===== config.mk =====
export PLATFORM = sky130hd
export DESIGN_NAME = dtmf_gen
export DESIGN_NICKNAME = d
export VERILOG_FILES = /design/src/design/cordic_pkg.sv /design/src/design/dtmf_regs_pkg.sv /design/src/design/cordic_sine.sv /design/src/design/tone_channel.sv /design/src/design/tone_combiner.sv /design/src/design/wb_dtmf_regs.sv /design/src/design/dtmf_gen.sv
export SDC_FILE = /design/constraint.sdc
export NUM_CORES = 2
export LEC_CHECK = 0
export BUFFER_PORTS_ARGS = -buffer_cell sky130_fd_sc_hd__buf_2
export CORE_ASPECT_RATIO = 0.75
export CORE_UTILIZATION = 40
export DETAILED_ROUTE_END_ITERATION = 6
export SYNTH_ARGS = -nofsm -noshare
export SYNTH_HDL_FRONTEND = slang
export SYNTH_SLANG_ARGS = --single-unit

===== constraint.sdc =====
create_clock -name clk -period 7.35 [get_ports clk]
set_clock_uncertainty 0.2 [all_clocks]
set_input_delay 0.735 -clock clk [delete_from_list [all_inputs] [get_ports clk]]
set_output_delay 0.735 -clock clk [all_outputs]
set_load 0.01 [all_outputs]

===== src/design/cordic_pkg.sv =====
package cordic_pkg;

    // Signed datapath words for the rotation
    typedef logic signed [17:0] angle_t;
    typedef logic signed [17:0] word_t;

    // Phase accumulator word, also read as quadrant and quarter-turn offset
    typedef union packed {
        logic [17:0] raw;
        struct packed {
            logic [1:0]  quadrant;
            logic [15:0] offset;  // Fraction of a quarter turn
        } part;
    } phase_t;

    parameter int FIX_SHIFT = 15;               // Fractional bits of angles and amplitudes
    parameter int ITERATIONS = 16;

    parameter angle_t HALF_PI = 18'sd51472;     // pi/2 at 2^15
    parameter word_t AG_CONST = 18'sd19898;     // 0.607253 gain compensation

    // atan(2^-i) at 2^15
    parameter angle_t ATAN_TABLE [ITERATIONS] = '{
        18'sd25736,
        18'sd15192,
        18'sd8027,
        18'sd4074,
        18'sd2045,
        18'sd1023,
        18'sd511,
        18'sd255,
        18'sd127,
        18'sd63,
        18'sd31,
        18'sd15,
        18'sd7,
        18'sd3,
        18'sd1,
        18'sd0      // Below one LSB
    };

endpackage


===== src/design/dtmf_regs_pkg.sv =====
package dtmf_regs_pkg;

    parameter int WB_DATA_W = 32;

    // Word addresses
    parameter logic [2:0] REG_CTRL      = 3'd0;   // Run, trigger, clear
    parameter logic [2:0] REG_FREQ_LOW  = 3'd1;   // Low tone step
    parameter logic [2:0] REG_FREQ_HIGH = 3'd2;   // High tone step
    parameter logic [2:0] REG_STATUS    = 3'd3;   // Busy and sample count
    parameter logic [2:0] REG_SAMPLE    = 3'd4;   // Last averaged sample
    parameter logic [2:0] REG_PHASE_LOW = 3'd5;   // Low tone accumulator

    // CTRL bit positions
    // Run is a level, the other two act as one-shot commands
    parameter int CTRL_RUN     = 0;
    parameter int CTRL_TRIGGER = 1;
    parameter int CTRL_CLEAR   = 2;

endpackage


===== src/design/cordic_sine.sv =====
`timescale 1ns/1ps

module cordic_sine (
    input  logic               clk,
    input  logic               reset,
    input  logic               start,
    input  cordic_pkg::angle_t target,  // First quadrant only
    output logic               done,
    output logic signed [15:0] sine
);
    import cordic_pkg::*;

    localparam logic [1:0] S_IDLE    = 2'd0;
    localparam logic [1:0] S_INIT    = 2'd1;
    localparam logic [1:0] S_COMPUTE = 2'd2;
    localparam logic [1:0] S_DONE    = 2'd3;

    // Output clamp at unity
    localparam word_t SINE_MAX = word_t'((1 <<< FIX_SHIFT) - 1);
    localparam word_t SINE_MIN = word_t'(-(1 <<< FIX_SHIFT));

    logic [1:0] state;
    logic [4:0] iter;       // Iteration index
    word_t      x;
    word_t      y;
    angle_t     angle;      // Accumulated rotation
    angle_t     step;
    word_t      x_shift;
    word_t      y_shift;
    logic       rotate_up;

    assign step      = ATAN_TABLE[iter[3:0]];
    assign x_shift   = x >>> iter;      // Arithmetic
    assign y_shift   = y >>> iter;
    assign rotate_up = target > angle;

    always_ff @(posedge clk) begin
        if (reset) begin
            state <= S_IDLE;
            iter  <= '0;
        end else begin
            case (state)
                S_IDLE: begin
                    if (start)
                        state <= S_INIT;
                end
                S_INIT: begin
                    state <= S_COMPUTE;
                    iter  <= '0;
                end
                S_COMPUTE: begin
                    iter <= iter + 5'd1;
                    if (iter == 5'(ITERATIONS - 1))
                        state <= S_DONE;    // Last step this cycle
                end
                default: state <= start ? S_INIT : S_IDLE;
            endcase
        end
    end

    // Rotation datapath
    always_ff @(posedge clk) begin
        if (state == S_INIT) begin
            x     <= AG_CONST;  // Pre-scaled so the result needs no gain fix
            y     <= '0;
            angle <= '0;
        end else if (state == S_COMPUTE) begin
            if (rotate_up) begin
                x     <= x - y_shift;
                y     <= y + x_shift;
                angle <= angle + step;
            end else begin
                x     <= x + y_shift;
                y     <= y - x_shift;
                angle <= angle - step;
            end
        end
    end

    assign done = (state == S_DONE);
    assign sine = (y > SINE_MAX) ? SINE_MAX[15:0] :
                  (y < SINE_MIN) ? SINE_MIN[15:0] : y[15:0];

endmodule


===== src/design/tone_channel.sv =====
`timescale 1ns/1ps

module tone_channel (
    input  logic               clk,
    input  logic               reset,
    input  logic               clear,   // Zero the accumulator
    input  logic               start,
    input  logic [17:0]        freq,    // Phase step per sample
    output cordic_pkg::phase_t phase,
    output logic               done,
    output logic signed [15:0] sine
);
    import cordic_pkg::*;

    logic [16:0]        folded;     // 65536 stands for a full quarter turn
    logic [32:0]        scaled;
    angle_t             target;
    logic               negate;     // Lower half of the circle
    logic               cordic_done;
    logic signed [15:0] cordic_out;

    // Mirror the offset in quadrants 1 and 3
    assign folded = phase.part.quadrant[0] ? 17'(17'd65536 - phase.part.offset)
                                           : {1'b0, phase.part.offset};
    assign scaled = folded * 33'(HALF_PI);

    // Captured at start, held for the whole rotation
    always_ff @(posedge clk) begin
        if (start) begin
            target <= angle_t'({1'b0, scaled[32:16]});
            negate <= phase.part.quadrant[1];
        end
    end

    cordic_sine i_cordic_sine (
        .clk    (clk),
        .reset  (reset),
        .start  (start),
        .target (target),
        .done   (cordic_done),
        .sine   (cordic_out)
    );

    // One extra stage for the sign restore
    always_ff @(posedge clk) begin
        if (reset)
            done <= 1'b0;
        else
            done <= cordic_done;
    end

    always_ff @(posedge clk) begin
        if (cordic_done)
            sine <= negate ? -cordic_out : cordic_out;
    end

    // Step once per sample, wraps at a full turn
    always_ff @(posedge clk) begin
        if (reset || clear)
            phase.raw <= '0;
        else if (done)
            phase.raw <= phase.raw + freq;
    end

endmodule


===== src/design/tone_combiner.sv =====
`timescale 1ns/1ps

module tone_combiner #(
    parameter int rate_div = 32     // Cycles between free-running samples
) (
    input  logic               clk,
    input  logic               reset,
    input  logic               run,
    input  logic               trigger,
    input  logic               clear,
    input  logic               done_low,
    input  logic               done_high,
    input  logic signed [15:0] sine_low,
    input  logic signed [15:0] sine_high,
    output logic               start,
    output logic               busy,
    output logic signed [15:0] sample,
    output logic [15:0]        sample_count
);

    localparam int CNT_W = $clog2(rate_div);

    logic [CNT_W-1:0]   rate_cnt;
    logic               rate_hit;
    logic               fire;           // Launch a sample this cycle
    logic               seen_low;
    logic               seen_high;
    logic               both_seen;
    logic signed [16:0] sum;

    assign rate_hit  = run && (rate_cnt == CNT_W'(rate_div - 1));
    assign fire      = !busy && (trigger || rate_hit);  // Ignored while busy
    assign both_seen = busy && (seen_low || done_low) && (seen_high || done_high);
    assign sum       = sine_low + sine_high;            // One bit of headroom

    // Counts from the last launch, parks on the hit until free
    always_ff @(posedge clk) begin
        if (reset || !run || fire)
            rate_cnt <= '0;
        else if (!rate_hit)
            rate_cnt <= rate_cnt + 1'b1;
    end

    always_ff @(posedge clk) begin
        if (reset) begin
            start     <= 1'b0;
            busy      <= 1'b0;
            seen_low  <= 1'b0;
            seen_high <= 1'b0;
        end else begin
            start <= fire;
            if (fire)
                busy <= 1'b1;
            else if (both_seen)
                busy <= 1'b0;
            // Remember a channel that finished first
            if (fire || both_seen) begin
                seen_low  <= 1'b0;
                seen_high <= 1'b0;
            end else if (busy) begin
                seen_low  <= seen_low || done_low;
                seen_high <= seen_high || done_high;
            end
        end
    end

    // Average, channel sines hold until their next done
    always_ff @(posedge clk) begin
        if (reset || clear) begin
            sample       <= '0;
            sample_count <= '0;
        end else if (both_seen) begin
            sample       <= sum[16:1];
            sample_count <= sample_count + 16'd1;
        end
    end

endmodule


===== src/design/wb_dtmf_regs.sv =====
`timescale 1ns/1ps

module wb_dtmf_regs (
    input  logic                                clk,
    input  logic                                reset,
    input  logic                                wb_cyc,
    input  logic                                wb_stb,
    input  logic                                wb_we,
    input  logic [2:0]                          wb_adr,
    input  logic [dtmf_regs_pkg::WB_DATA_W-1:0] wb_dat_i,
    output logic [dtmf_regs_pkg::WB_DATA_W-1:0] wb_dat_o,
    output logic                                wb_ack,
    output logic                                run,
    output logic                                trigger,    // Pulse
    output logic                                clear,      // Pulse
    output logic [17:0]                         freq_low,
    output logic [17:0]                         freq_high,
    input  logic                                busy,
    input  logic signed [15:0]                  sample,
    input  logic [15:0]                         sample_count,
    input  cordic_pkg::phase_t                  phase_low
);
    import dtmf_regs_pkg::*;

    logic                 access;   // New cycle, not yet acked
    logic                 wr;
    logic                 rd;
    logic [WB_DATA_W-1:0] rd_data;

    assign access = wb_cyc && wb_stb && !wb_ack;
    assign wr     = access && wb_we;
    assign rd     = access && !wb_we;

    always_comb begin
        rd_data = '0;
        case (wb_adr)
            REG_CTRL:      rd_data[CTRL_RUN] = run;     // Command bits read 0
            REG_FREQ_LOW:  rd_data = WB_DATA_W'(freq_low);
            REG_FREQ_HIGH: rd_data = WB_DATA_W'(freq_high);
            REG_STATUS: begin
                rd_data[0]                 = busy;
                rd_data[WB_DATA_W-1 -: 16] = sample_count;
            end
            REG_SAMPLE:    rd_data = WB_DATA_W'(sample);    // Sign-extends
            REG_PHASE_LOW: rd_data = WB_DATA_W'(phase_low.raw);
            default:       rd_data = '0;
        endcase
    end

    always_ff @(posedge clk) begin
        if (reset) begin
            wb_ack    <= 1'b0;
            run       <= 1'b0;
            trigger   <= 1'b0;
            clear     <= 1'b0;
            freq_low  <= '0;
            freq_high <= '0;
        end else begin
            wb_ack  <= access;      // Single cycle ack
            trigger <= wr && (wb_adr == REG_CTRL) && wb_dat_i[CTRL_TRIGGER];
            clear   <= wr && (wb_adr == REG_CTRL) && wb_dat_i[CTRL_CLEAR];
            if (wr) begin
                case (wb_adr)
                    REG_CTRL:      run       <= wb_dat_i[CTRL_RUN];
                    REG_FREQ_LOW:  freq_low  <= wb_dat_i[17:0];
                    REG_FREQ_HIGH: freq_high <= wb_dat_i[17:0];
                    default: ;  // Read-only words
                endcase
            end
        end
    end

    // Read data lines up with ack
    always_ff @(posedge clk) begin
        if (rd)
            wb_dat_o <= rd_data;
    end

endmodule


===== src/design/dtmf_gen.sv =====
`timescale 1ns/1ps

module dtmf_gen #(
    parameter int rate_div = 32     // At least 24
) (
    input  logic                                clk,
    input  logic                                reset,
    input  logic                                wb_cyc,
    input  logic                                wb_stb,
    input  logic                                wb_we,
    input  logic [2:0]                          wb_adr,
    input  logic [dtmf_regs_pkg::WB_DATA_W-1:0] wb_dat_i,
    output logic [dtmf_regs_pkg::WB_DATA_W-1:0] wb_dat_o,
    output logic                                wb_ack,
    output logic signed [15:0]                  sample
);
    import cordic_pkg::*;

    logic               run;
    logic               trigger;
    logic               clear;
    logic [17:0]        freq_low;
    logic [17:0]        freq_high;
    logic               busy;
    logic [15:0]        sample_count;
    phase_t             phase_low;
    logic               start;      // Shared by both channels
    logic               done_low;
    logic               done_high;
    logic signed [15:0] sine_low;
    logic signed [15:0] sine_high;

    wb_dtmf_regs i_wb_dtmf_regs (
        .clk          (clk),
        .reset        (reset),
        .wb_cyc       (wb_cyc),
        .wb_stb       (wb_stb),
        .wb_we        (wb_we),
        .wb_adr       (wb_adr),
        .wb_dat_i     (wb_dat_i),
        .wb_dat_o     (wb_dat_o),
        .wb_ack       (wb_ack),
        .run          (run),
        .trigger      (trigger),
        .clear        (clear),
        .freq_low     (freq_low),
        .freq_high    (freq_high),
        .busy         (busy),
        .sample       (sample),
        .sample_count (sample_count),
        .phase_low    (phase_low)
    );

    tone_channel i_tone_low (
        .clk   (clk),
        .reset (reset),
        .clear (clear),
        .start (start),
        .freq  (freq_low),
        .phase (phase_low),
        .done  (done_low),
        .sine  (sine_low)
    );

    // High tone phase is not read back
    tone_channel i_tone_high (
        .clk   (clk),
        .reset (reset),
        .clear (clear),
        .start (start),
        .freq  (freq_high),
        .phase (),
        .done  (done_high),
        .sine  (sine_high)
    );

    tone_combiner #(
        .rate_div (rate_div)
    ) i_tone_combiner (
        .clk          (clk),
        .reset        (reset),
        .run          (run),
        .trigger      (trigger),
        .clear        (clear),
        .done_low     (done_low),
        .done_high    (done_high),
        .sine_low     (sine_low),
        .sine_high    (sine_high),
        .start        (start),
        .busy         (busy),
        .sample       (sample),
        .sample_count (sample_count)
    );

endmodule


==> Word level (Yosys, flattened, before mapping) <==
Memory sizes are Yosys's and may differ from the RTL's.
Index checks and enable logic that the tools add are counted.
{ "op_classes": {"n_addsub": 23, "multipliers": 2, "div": 0, "n_lt_le_gt_ge": 8, "eq_ne": 18, "shifts": 4, "n_mux": 31, "bitwise_logic": 2, "reduce_logical": 34} }
{ "op_table": {"columns": ["operator", "count"], "rows": [
  ["18-bit two-way mux", 10],
  ["18-bit adder", 8],
  ["18-bit subtractor", 6],
  ["16-bit two-way mux", 6],
  ["16-bit one-hot mux with 5 select lines", 1],
  ["18-bit by 5-bit >>> shifter with 18-bit output", 4],
  ["15-bit one-hot mux with 4 select lines", 1],
  ["17-bit by 12-bit multiplier with 29-bit output (second input constant)", 2],
  ["18-bit by 16-bit > comparator with 1-bit output (second input constant)", 2],
  ["18-bit > comparator", 2],
  ["18-bit by 16-bit less-than comparator with 1-bit output (second input constant)", 2],
  ["17-bit two-way mux", 2],
  ["17-bit by 16-bit subtractor with 17-bit output (first input constant)", 2],
  ["16-bit negator", 2],
  ["5-bit one-hot mux with 2 select lines", 2],
  ["16-bit by 16-bit adder with 17-bit output", 1],
  ["16-bit by 1-bit adder with 16-bit output (second input constant)", 1],
  ["5-bit by 1-bit adder with 5-bit output (second input constant)", 3],
  ["2-bit one-hot mux with 3 select lines", 2],
  ["1-bit logical AND", 11],
  ["5-bit by 4-bit == test with 1-bit output (second input constant)", 2],
  ["5-bit >= comparator (second input constant)", 2],
  ["4-bit NOT with 5-bit output", 2],
  ["2-bit AND reduction", 5],
  ["other kinds (17)", 41]
]} }
{ "word_totals": {"reg_bits": 341, "latchBits": 0, "mem_bits_rw": 0, "romBits": 576, "input_bits": 40, "output_inout_bits": 49, "word_cells": 158, "mem_count": 2} }
{ "mem_list": {"columns": ["memory", "depth", "width", "read_ports", "rd_clocked_by_memory_dff", "write_ports", "line_no", "source"], "rows": [
  ["(no name shown)", 16, 18, 1, 0, 0, "cordic_sine.sv:32", "assign step = ATAN_TABLE[iter[3:0]];"],
  ["(no name shown)", 16, 18, 1, 0, 0, "cordic_sine.sv:32", null]
]} }

==> Longest topological paths before layout <==
{ "depth": {"ltp_word": 6, "depth_mapped": 25, "mapped_depth_nobuf": 25} }

==> By module <==
Synthesis repeated with hierarchy kept, for this count alone.
{ "hier_totals": {"hier_cells": 4014, "area_unflattened_um2": 34633.2} }
{ "by_module_without_submodules": {"columns": ["module", "n_inst", "cells_per_inst", "area_per_inst_um2", "seq_area_each_um2"], "rows": [
  ["cordic_sine (i_tone_high.i_cordic_sine)", 1, 1062, 8428.1, 1221.2],
  ["cordic_sine (i_tone_low.i_cordic_sine)", 1, 1052, 8154.1, 1221.2],
  ["tone_channel (i_tone_low)", 1, 644, 6067.1, 1401.3],
  ["tone_channel (i_tone_high)", 1, 642, 6030.8, 1401.3],
  ["wb_dtmf_regs", 1, 327, 3585.9, 1761.7],
  ["tone_combiner", 1, 287, 2367.3, 820.8]
]} }

==> Worst setup path after synthesis <==
Ideal clock, no wire load.
{ "synth_path": {"path_type": "register -> register", "start": "register i_tone_high.phase[2] (netlist bit)", "end": "register i_tone_high.target[14] (data pin)", "setup_time_ns": 0.256, "arrival_ns": 5.754, "required_ns": 6.894, "setup_slack_ns": 1.140, "path_stages_with_launch": 23, "path_buffers": 0, "period_less_slack_ns": 6.210, "cell_sequence": "dfxtp_1 -> or3_1 -> or2_2 -> or4_1 -> or2_2 -> o21ai_0 -> xor2_1 -> inv_1 -> fa_1 -> fa_1 -> inv_1 -> fa_1 -> inv_1 -> ha_1 -> ha_1 -> and3_1 -> a21oi_1 -> o21ai_0 -> a21bo_2 -> and2_1 -> nand2_1 -> nand2_1 -> o211a_1"} }
{ "synth_between": {"elab_chain_len": 3} }
{ "synth_lines": {"columns": ["item", "line_no", "source"], "rows": [
  ["start, declared", "tone_channel.sv:9", "output cordic_pkg::phase_t phase,"],
  ["17-bit by 16-bit subtractor with 17-bit output", "tone_channel.sv:23", "assign folded = phase.part.quadrant[0] ? 17'(17'd65536 - phase.part.offset)"],
  ["17-bit two-way mux (*)", "tone_channel.sv:23", null],
  ["17-bit by 12-bit multiplier with 29-bit output (*)", "tone_channel.sv:25", "assign scaled = folded * 33'(HALF_PI);"],
  ["named net i_tone_high.scaled[30]", "tone_channel.sv:16", "logic [32:0] scaled;"],
  ["end signal, assigned", "tone_channel.sv:30", "target <= angle_t'({1'b0, scaled[32:16]});"],
  ["end, declared", "tone_channel.sv:17", "angle_t target;"]
]} }
The timed path passes the listed nets; every way through them passes the cells marked *.
A chain may end at the register's enable or synchronous reset.

==> Final worst setup path <==
{ "layout_path": {"start": "register i_tone_high.phase[2] (netlist bit)", "end": "register i_tone_high.target[16] (data pin)"} }
The elaborated chain is that of the path after synthesis.

==> impl_metrics.ini <==
[sta]
setup_viol = 0
setup_tns_ns = 0
rsz0062_at_grt = no
worstMarginPinSlew_ns = 1.09
finalHoldViolCount = 0
min_period_over_period_pct = 89.4
maxSlewViolCount = 0
period_needed_ns = 6.57
fmax_ghz = 0.152
max_slew_margin_pct = 27.1

[floorplan]
fp.dieArea_mm2 = 0.0834
io_pins = 89
die_width_um = 333
die_y_um = 250
core_mm2 = 0.0809
row_count = 90
initial_core_util_pct = 40.7

[power]
ir_drop_uv = 290
power_density_mw_per_mm2 = 333
p_leak_nw = 15.9

[routing]
drcViolationCount = 0
routedWlPerCell_um = 17.6
via_per_inst = 5.61
wl_mm = 86.4
ant_nets = 0
drtIter0Drc = 2355
firstDrtPassIters = 6
vias = 27600

[synthesis]
synth-edff-count = 100
ys_ff_latch = 341
yosysWarnings = 0
synth_top_cells_by_count = ha_1 (397), nor2_1 (384), nand2_1 (382), inv_1 (281), dfxtp_1 (241)
yosysMostFrequentCell = ha_1
syn_area_mm2 = 0.0329
synth.largest_area_cell = ha_1
synth_cell_types = 98
synth-async-reset-ratio_pct = 0
synthCells = 3862
synth_top_area_share_pct = 15.1
seq_area_frac_synth_pct = 23.8
netlist_top_cells_area = ha_1 (15%), dfxtp_1 (15%), edfxtp_1 (9.1%)
synth_ff_type = dfxtp_1
postSynthAreaPerCell_um2 = 8.52
synth_nets = 4366

[place]
numPortBuffers = 74
gp_congestion = 0.908
place_area_mm2 = 0.0341
detailed_place_hpwl_mm = 65.2
dp_cells = 4843

[critical_path]
worstReg2RegEnd = i_tone_high.target[16]
worstSetupPathDepth = 21
crit_fanout = 6
worst_path_max_delay_cell = fa_1
startpoint_type = flip-flop
reg2regPathDepth = 21
crit_start = i_tone_high.phase[2]
criticalPathCategory = flip-flop to flip-flop
crit_end = i_tone_high.target[16]
arrival_ns = 6.70
critical-path-top-delay-family = adder cells
r2r_start = i_tone_high.phase[2]
cp_num_buf_inv = 4
cp.required_ns = 7.48
crit_chain = or3_1, or2_2, or4_1, or2_2, o21ai_0, xor2_1, buf_4, inv_1, fa_1, fa_1, inv_1, fa_1, inv_1, ha_1, ha_1, o2111ai_1, o21ai_0, a21oi_1, o21ai_0, a21oi_1, xnor2_1
r2r_setup_slack_ns = 0.78
cp-end-kind = flip-flop
cp_slowest_stage_delay_ns = 0.52

[cts]
cts_sinks = 341
cts_resized = 0
cts_tree = built
clock_latency_ns = 0.58
cts_buffers = 41
cts_setup_buffers = 0
h-tree-depth = 2
clk_pin_slew_ns = 0.06
cts_root_buf = clkbuf_16
postCtsHoldBufs = 0
max-clock-path-buffers = 3

[global_routing]
overflow = 0
grt_max_degree = 68
grt_pass1_vias = 25500
antenna_found_initial = 11
grt_pass1_wl_mm = 140
track_usage_pct = 20.5

[finish]
fin_area_mm2 = 0.0356
syn_to_final_growth_pct = 8.37
multiInputGateArea_mm2 = 0.0232
nets = 4332
instances_no_fill = 4920
fillerInstances = 7961
drive_gt1_share_pct = 8.18
regArea_mm2 = 0.00783
final_util_pct = 44.1

[hold_path]
hold_class = input pin to flip-flop
hp-start = wb_dat_i[16]

[flow_run]
cap_violations = 0

[run_status]
outcome = completed
[report_power, final]
part	switching, W	total (W)	leakage, nW	internal (W)
Clock	0.000902	0.00236	0.760	0.00146
Combinational	0.00378	0.00687	12.2	0.00309
Sequential	0.000407	0.00263	2.88	0.00223
Total	0.00509	0.0119	15.9	0.00678
[logic make-up after synthesis]
logic type      count (synthesis)  synth area share [%]
compound gates                854                  17.2
xor+xnor                      292                  7.78
fa+ha+maj                     464                  19.2
buf+inv                       475                  5.74
flops                         341                  23.8
mux                           226                  9.38
simple gates                 1210                  17.0
[worst register-to-register path: stages (launching register included)]
cell and delay, ns:
dfxtp_1 0.36, or3_1 0.40, or2_2 0.29, or4_1 0.45, or2_2 0.30, o21ai_0 0.29, xor2_1 0.19, buf_4 0.16
inv_1 0.07, fa_1 0.51, fa_1 0.52, inv_1 0.06, fa_1 0.52, inv_1 0.04, ha_1 0.29, ha_1 0.35
o2111ai_1 0.11, o21ai_0 0.46, a21oi_1 0.17, o21ai_0 0.29, a21oi_1 0.13, xnor2_1 0.13
[layout by cell type (no fill, tap or decap), types with 41 or more instances in the layout]
cell / netlist / routed
ha_1: 397 / 393
nor2_1: 384 / 383
nand2_1: 382 / 382
inv_1: 281 / 281
a21oi_1: 240 / 240
dfxtp_1: 241 / 236
xnor2_1: 184 / 184
o21ai_0: 162 / 162
mux2i_1: 142 / 142
xor2_1: 108 / 108
edfxtp_1: 100 / 100
nor3_1: 89 / 89
nand3_1: 74 / 74
buf_2: 20 / 74
fa_1: 67 / 67
mux4_2: 60 / 60
a21o_1: 58 / 58
nand2b_1: 50 / 50
a211oi_1: 49 / 49
nor2b_1: 46 / 46
clkbuf_16: 0 / 43
a31oi_1: 41 / 41
[through the flow]
step                      hold WS (ns)  worst slack (ns)  total power (W)
after floorplan                  0.231              1.14          0.00812
after global placement           0.247             0.775          0.00938
after detailed placement         0.260             0.789          0.00946
after CTS                        0.173             0.762           0.0119
after global routing             0.192             0.288           0.0129
final                            0.204             0.781           0.0119
[state kept, by name, summed over array words and instances, names as in the netlist, 18 cells and up]
signal	count
i_tone_low.i_cordic_sine.angle	18
i_tone_high.i_cordic_sine.x	18
i_wb_dtmf_regs.freq_high	18
i_tone_low.i_cordic_sine.y	18
i_tone_low.i_cordic_sine.x	18
i_wb_dtmf_regs.wb_dat_o	32
i_tone_high.phase	18
i_wb_dtmf_regs.freq_low	18
i_tone_low.phase	18
i_tone_high.i_cordic_sine.angle	18
i_tone_high.i_cordic_sine.y	18
[worst min-delay path by stage]
| stage | to | slack, ns | cells after the start |
|---|---|---|---|
| finish | i_wb_dtmf_regs.freq_high[16] | 0.20 | 3 |
| global route | i_wb_dtmf_regs.freq_high[17] | 0.19 | 3 |
| CTS | i_wb_dtmf_regs.freq_high[16] | 0.17 | 3 |
| detailed placement | i_tone_high.negate | 0.26 | 0 |
| global placement | i_tone_high.negate | 0.25 | 0 |
| floorplan | i_tone_high.negate | 0.23 | 0 |
[routing by layer]
metal / vias up / track usage, % / routed length, um
met5: - / 0 / 37
met3: 102 / 3.45 / 6360
li1: 13700 / - / -
met2: 807 / 29.3 / 34700
met1: 12900 / 31.7 / 44000
met4: 6 / 4.08 / 1350
[layout make-up]
cell class,count,area share [%]
Multi-Input combinational cell,3046,65.1
Sequential cell,341,22.0
Tap cell,1058,3.71
Clock buffer,54,3.31
Inverter,290,3.05
Timing Repair Buffer,108,1.76
Clock inverter,22,1.06
Antenna cell,1,0.00702
Power figures use the tool's default switching activity.
